<file path="src/verilog/mem_pkg.sv">
package mem_pkg;

	// Core access opcodes
	typedef enum logic [3:0] {
		MEM_NONE = 4'd0,
		MEM_LB   = 4'd1,
		MEM_LBU  = 4'd2,
		MEM_LH   = 4'd3,
		MEM_LHU  = 4'd4,
		MEM_LW   = 4'd5,
		MEM_SB   = 4'd6,
		MEM_SH   = 4'd7,
		MEM_SW   = 4'd8
	} mem_op_e;

	// Request from the core, one per cycle
	typedef struct packed {
		mem_op_e     op;
		// Byte address
		logic [12:0] addr;
		// Narrow stores keep their value in the low bits
		logic [31:0] wdata;
	} core_req_t;

	// Aligned core access
	typedef struct packed {
		// Zero for loads and idle
		logic [3:0]  lanes;
		logic [10:0] word;
		// Already shifted into lanes
		logic [31:0] data;
	} mem_wr_t;

	// Protocol controller port
	typedef struct packed {
		logic [3:0]  lanes;
		// RAM word address
		logic [9:0]  addr;
		logic [31:0] data;
	} con_req_t;

	// Board inputs
	typedef struct packed {
		logic [3:0] btn;
		logic [2:0] sw;
	} io_in_t;

	// RAM depth in words
	localparam int RAM_WORDS = 1024;

	// I/O word addresses
	localparam logic [10:0] IO_BTN_WORD = 11'h400;
	localparam logic [10:0] IO_SW_WORD  = 11'h401;
	localparam logic [10:0] IO_LED_WORD = 11'h402;

	// LED pins driven from the LED register
	localparam int LED_PINS = 4;

endpackage

</file>
<file path="src/verilog/lsu_align.sv">
`timescale 1ns/100ps

module lsu_align (
	input  logic               clk,
	input  logic               reset,
	input  mem_pkg::core_req_t req,
	output mem_pkg::mem_wr_t   acc,
	input  logic [31:0]        rd_word,
	output logic [31:0]        ld_data,
	output logic               ld_valid
);
	import mem_pkg::*;

	// Byte offset inside the word
	logic [1:0] req_off;
	logic       req_load;

	// Load held over for the result cycle
	mem_op_e    ld_op_q;
	logic [1:0] ld_off_q;

	// Pieces of the returned word
	logic [7:0]  ld_byte;
	logic [15:0] ld_half;

	assign req_off = req.addr[1:0];

	always_comb begin
		case (req.op)
			MEM_LB, MEM_LBU, MEM_LH, MEM_LHU, MEM_LW: req_load = 1'b1;
			default: req_load = 1'b0;
		endcase
	end

	// Word address, store lanes and replicated data
	always_comb begin
		// Word address drops the two offset bits
		acc.word  = req.addr[12:2];
		acc.lanes = 4'b0000;
		acc.data  = req.wdata;
		case (req.op)
			MEM_SB: begin
				acc.lanes = 4'b0001 << req_off;
				acc.data  = {4{req.wdata[7:0]}};
			end
			MEM_SH: begin
				// Halfword lanes follow bit 1 only
				acc.lanes = req_off[1] ? 4'b1100 : 4'b0011;
				acc.data  = {2{req.wdata[15:0]}};
			end
			MEM_SW: begin
				acc.lanes = 4'b1111;
			end
			default: begin
				acc.lanes = 4'b0000;
			end
		endcase
	end

	// Only loads go forward to the result cycle
	always_ff @(posedge clk) begin
		if (reset) begin
			ld_op_q <= MEM_NONE;
		end else if (req_load) begin
			ld_op_q <= req.op;
		end else begin
			ld_op_q <= MEM_NONE;
		end
	end

	always_ff @(posedge clk) begin
		ld_off_q <= req_off;
	end

	// Addressed byte and halfword of the read word
	assign ld_byte = rd_word[ld_off_q*8 +: 8];
	assign ld_half = ld_off_q[1] ? rd_word[31:16] : rd_word[15:0];

	// Sign or zero extension
	always_comb begin
		case (ld_op_q)
			MEM_LB:  ld_data = {{24{ld_byte[7]}}, ld_byte};
			MEM_LBU: ld_data = {24'h000000, ld_byte};
			MEM_LH:  ld_data = {{16{ld_half[15]}}, ld_half};
			MEM_LHU: ld_data = {16'h0000, ld_half};
			MEM_LW:  ld_data = rd_word;
			default: ld_data = 32'h00000000;
		endcase
	end

	// One pulse per load
	assign ld_valid = (ld_op_q != MEM_NONE);

endmodule

</file>
<file path="config.mk">
export PLATFORM = sky130hd
export DESIGN_NAME = lsu_align
export DESIGN_NICKNAME = d
export VERILOG_FILES = /design/src/verilog/mem_pkg.sv /design/src/verilog/lsu_align.sv
export SDC_FILE = /design/constraint.sdc
export NUM_CORES = 1
export LEC_CHECK = 0
export BUFFER_PORTS_ARGS = -buffer_cell sky130_fd_sc_hd__buf_2
export CAP_MARGIN = 20
export CORE_MARGIN = 2
export CORE_UTILIZATION = 35
export DETAILED_ROUTE_END_ITERATION = 16
export MAX_ROUTING_LAYER = met4
export PLACE_DENSITY = 0.82
export SYNTH_ARGS = -nofsm -noshare
export SYNTH_HDL_FRONTEND = slang
export SYNTH_SLANG_ARGS = --single-unit
</file>
<file path="constraint.sdc">
create_clock -name clk -period 2.6 [get_ports clk]
set_clock_uncertainty 0.2 [all_clocks]
set_input_delay 0.39 -clock clk [delete_from_list [all_inputs] [get_ports clk]]
set_output_delay 0.39 -clock clk [all_outputs]
set_load 0.01 [all_outputs]
</file>
# Yosys cells after proc, flatten, opt, wreduce, memory -nomap -nowiden

Index checks and enable logic that the tools add are counted.

Shift-type cells: 2
Multipliers: 0
Bitwise operators: 1
Equality and inequality tests: 13
Mux-type cells: 6
Divide/modulo/power cells: 0
$add $sub $neg: 0
Reductions and logical operators: 3
$lt $le $gt $ge: 0

Operators by type and width:

| operator            | number |
|---|---|
| $pmux 32 s5         | 1 |
| $pmux 32 s2         | 1 |
| $shiftx 32x6->8     | 1 |
| $eq 4x3->1 const B  | 6 |
| $eq 4x2->1 const B  | 4 |
| $mux 16             | 1 |
| $pmux 4 s3          | 1 |
| $eq 4x1->1 const B  | 2 |
| $reduce_or 5->1     | 1 |
| $eq 4x4->1 const B  | 1 |
| $mux 4              | 1 |
| $reduce_bool 4->1   | 1 |
| $shl 1x2->4 const A | 1 |
| $reduce_or 2->1     | 1 |
| $mux 1              | 1 |
| $not 1->1           | 1 |

ROM bits: 0
Latch bits: 0
Output and inout bits: 80
Memories: 0
Register bits: 6
Input bits: 83
Memory bits (writable): 0

# Depth between registers and ports, before layout

Depth in word-level cells: 5
Mapped depth: 6

# Worst setup path after synthesis

Ideal clock, no wire load.

Path type: flip-flop to output port
Start point: reg ld_off_q[1]
End point: out ld_data[10]
Data arrival time: 1.446 ns
Cell stages (with the launch flop): 5
Slack: 0.564 ns
Cells stage by stage: dfxtp_1 -> mux4_2 -> and3_4 -> buf_6 -> a211o_1

Longest elaborated chain between the ends: 2
Elaborated cells on any way between the ends: 3
Those cells by class: shift (1); mux (2)

RTL lines:

| what                                              | line                             | source |
|---|---|---|
| from (decl)                                       | lsu_align.sv:20                  | `logic [1:0] ld_off_q;` |
| from (signal assigned)                            | lsu_align.sv:72                  | `ld_off_q <= req_off;` |
| $shiftx 32x6->8 / $mux 16 (equally long branches) | lsu_align.sv:76, lsu_align.sv:77 |  |
| $pmux 32 s5 *                                     | lsu_align.sv:81                  | `case (ld_op_q)` |
| to (decl)                                         | lsu_align.sv:9                   | `output logic [31:0] ld_data,` |

Mark *: on every way between the ends. The rest lies on a longest branch, timed or not.

# Worst setup path in the final report

Start point: reg ld_off_q[1]
End point: out ld_data[15]

The elaborated chain is that of the path after synthesis.

==> impl_metrics.csv <==
group,metric,value,unit
place,hpwl,4060,um
synth,synth_top_cell_area_share,19.4,%
worst_setup_path,crit_family,"multiplexers",
sta,max_freq,411,MHz
floorplan,core,4030,um2
worst_setup_path,path_class,"flop to output pin",
power,peakVddDrop,0.000111,V
detailed_routing,vias,1879,
synth,synth.distinct_cells,42,
floorplan,die_w,68.8,um
synth,syn-cell-area,1470,um2
power,power,0.000495,W
place,numPortBuffers,140,
finish,fin_nets,414,
hold_path,holdPathStages,1,
synth,synth_edf_count,0,
finish,areaGrowthSynthToFinish,41.7,%
synth,async_flop_share,0,%
global_routing,overflow,0,
run_status,status,"complete, no violations",
clock_tree,numCtsBuffers,3,
finish,diodes,0,
global_routing,grt_use_total,19.8,%
floorplan,num_rows,23,
sta,setup_viol,0,
detailed_routing,drcViolationCount,0,
global_routing,grt_antenna_before_repair,0,
floorplan,die_h,68.8,um
synth,synth.avg_cell_area,6.94,um2
hold_path,min_to,"ld_off_q[0]",
detailed_routing,wirelength,4880,um
synth,synth-seq-cells,6,
clock_tree,clockBufferDepth,2,
clock_tree,ctsHoldBuffers,0,
synth,synth_top_area_cell,"nand2_1",
sta,hold_viol_final,0,
sta,drv_slew,0,
hold_path,hold_class,"input port to flop",
sta,rsz0062_at_grt,"no",
sta,min_period,2430,ps
sta,slew_headroom,57.2,%
sta,tns,0,ps
worst_setup_path,cp_max_fo,8,
floorplan,initial_utilization,36.5,%
clock_tree,numClockSinks,6,
worst_setup_path,cp.required,2010,ps
detailed_routing,drt_first_pass_iters,4,
clock_tree,cts_resized,0,
sta,worstMarginPinSlew,640,ps
detailed_routing,vias_per_cell,4.96,
worst_setup_path,path_cells,"mux4_2, and3_4, a221o_1, buf_2",
clock_tree,cts_root_buf,"clkbuf_8",
finish,layout-drive-gt1-share,51.4,%
synth,synth_most_common_cell,"nand2_1",
floorplan,io_pins,163,
global_routing,grt_max_degree,32,
clock_tree,tritoncts,"built",
synth,synth_top_flop_cell,"dfxtp_1",
detailed_routing,wl_per_cell,12.9,um
synth,synthTopCellsByCount,"nand2_1 (76), mux2i_1 (23), buf_4 (20), o21ai_0 (10), mux2_2 (9)",
worst_setup_path,critPathSlowestCell,"mux4_2",
clock_tree,post_cts_buffers,0,
hold_path,worstHoldStart,"req[32]",
sta,timing.final.crit_share,93.5,%
global_routing,grt_pass1_vias,1603,
flow_run,maxCapViolations,0,
worst_setup_path,start_kind,"flop",
worst_setup_path,worst-path-buf-inv,1,
synth,netlist_instances,212,
global_routing,grt_pass1_wl,7050,um
power,p_per_area,237,nW/um2
worst_setup_path,timing.critical_path.arrival,1840,ps
synth,yosysWarnings,0,
power,power.leakage,1.32,nW
place,gp_congestion,0.839,
clock_tree,clkSlewWorstSetupHoldPaths,30,ps
detailed_routing,postRouteAntennaNets,0,
worst_setup_path,cp_slowest_stage_delay,560,ps
synth,synth_top_cells_by_area,"nand2_1 (19%), mux2i_1 (16%), buf_4 (10%)",
synth,synth_nets,295,
floorplan,dieArea,4740,um2
synth,ys_seq_area_share,8.16,%
clock_tree,htree_levels,1,
detailed_routing,dr.first_iter.drc_count,69,
worst_setup_path,end_kind,"output pin",
==> through the flow <==
step	util, %	cell area, um2	std cells	hold WS (ps)	worst slack (ps)
6_report	51.7	2080	379	108	169
5_1_grt	51.7	2080	379	110	25.4
4_1_cts	51.7	2080	379	106	168
3_5_place_dp	50.7	2040	376	333	364
3_3_place_gp	50.7	2040	376	332	379
2_1_floorplan	-	1470	212	218	564
==> state kept, by name, indices dropped and copies added (netlist names) <==
signal    count
ld_off_q      2
ld_op_q       4
==> power by group <==
| group | total, W | internal, W | switching (W) | leakage, nW |
|---|---|---|---|---|
| sequential | 0.000103 | 0.0000966 | 0.00000666 | 0.0498 |
| combinational | 0.000256 | 0.000125 | 0.000131 | 1.25 |
| clock | 0.000135 | 0.0000991 | 0.0000361 | 0.0216 |
==> layout by cell type, fill, tap and decap left out, types with 2 or more instances in the layout <==
cell / count
clkbuf_8: 3
inv_1: 3
and2b_2: 5
a211o_1: 6
o21ai_0: 10
o31ai_1: 2
a221o_1: 2
nand2_1: 76
buf_4: 4
mux2_2: 9
buf_2: 140
nand3b_1: 3
o221ai_1: 7
nor2b_1: 2
nor2_1: 3
nor4b_1: 2
mux2i_1: 23
dfxtp_1: 6
nand2b_1: 2
nor3_1: 2
==> routing by layer <==
metal | routed length (um) | track usage [%] | up-vias
li1 | - | - | 955
met4 | 17 | 4.90 | 0
met5 | 0 | - | -
met2 | 2530 | 37.1 | 103
met3 | 402 | 3.25 | 2
met1 | 1930 | 21.5 | 819
==> layout make-up <==
class,instances,area (um2)
clock buffer,3,41.3
fill,397,1940
inverter,4,15.0
multi-input combinational,172,1110
sequential,6,120
tap,50,62.6
timing repair buffer,144,731
==> worst max path at each step <==
| stage | start | depth (start not counted) | slack [ps] | to |
|---|---|---|---|---|
| 6_report | ld_off_q[1] | 4 | 170 | ld_data[15] |
| 5_1_grt | ld_off_q[1] | 4 | 30 | ld_data[22] |
| 4_1_cts | ld_off_q[1] | 4 | 170 | ld_data[22] |
| 3_5_place_dp | rd_word[23] | 5 | 360 | ld_data[15] |
| 3_3_place_gp | rd_word[23] | 5 | 380 | ld_data[12] |
| 2_1_floorplan | ld_off_q[1] | 4 | 560 | ld_data[10] |
==> cells by family (layout without fill, tap and decap cells) <==
logic type             after synthesis  count (layout)  synth area share [%]
buffers and inverters               34             151                  16.1
multiplexers                        33              33                  24.1
AND/OR/NAND/NOR                    103             103                  32.9
other                                1               1                 0.255
flip-flops                           6               6                  8.16
AO/OA/AOI/OAI                       34              34                  17.9
XOR/XNOR                             1               1                 0.595
(Power assumes the default switching activity.)
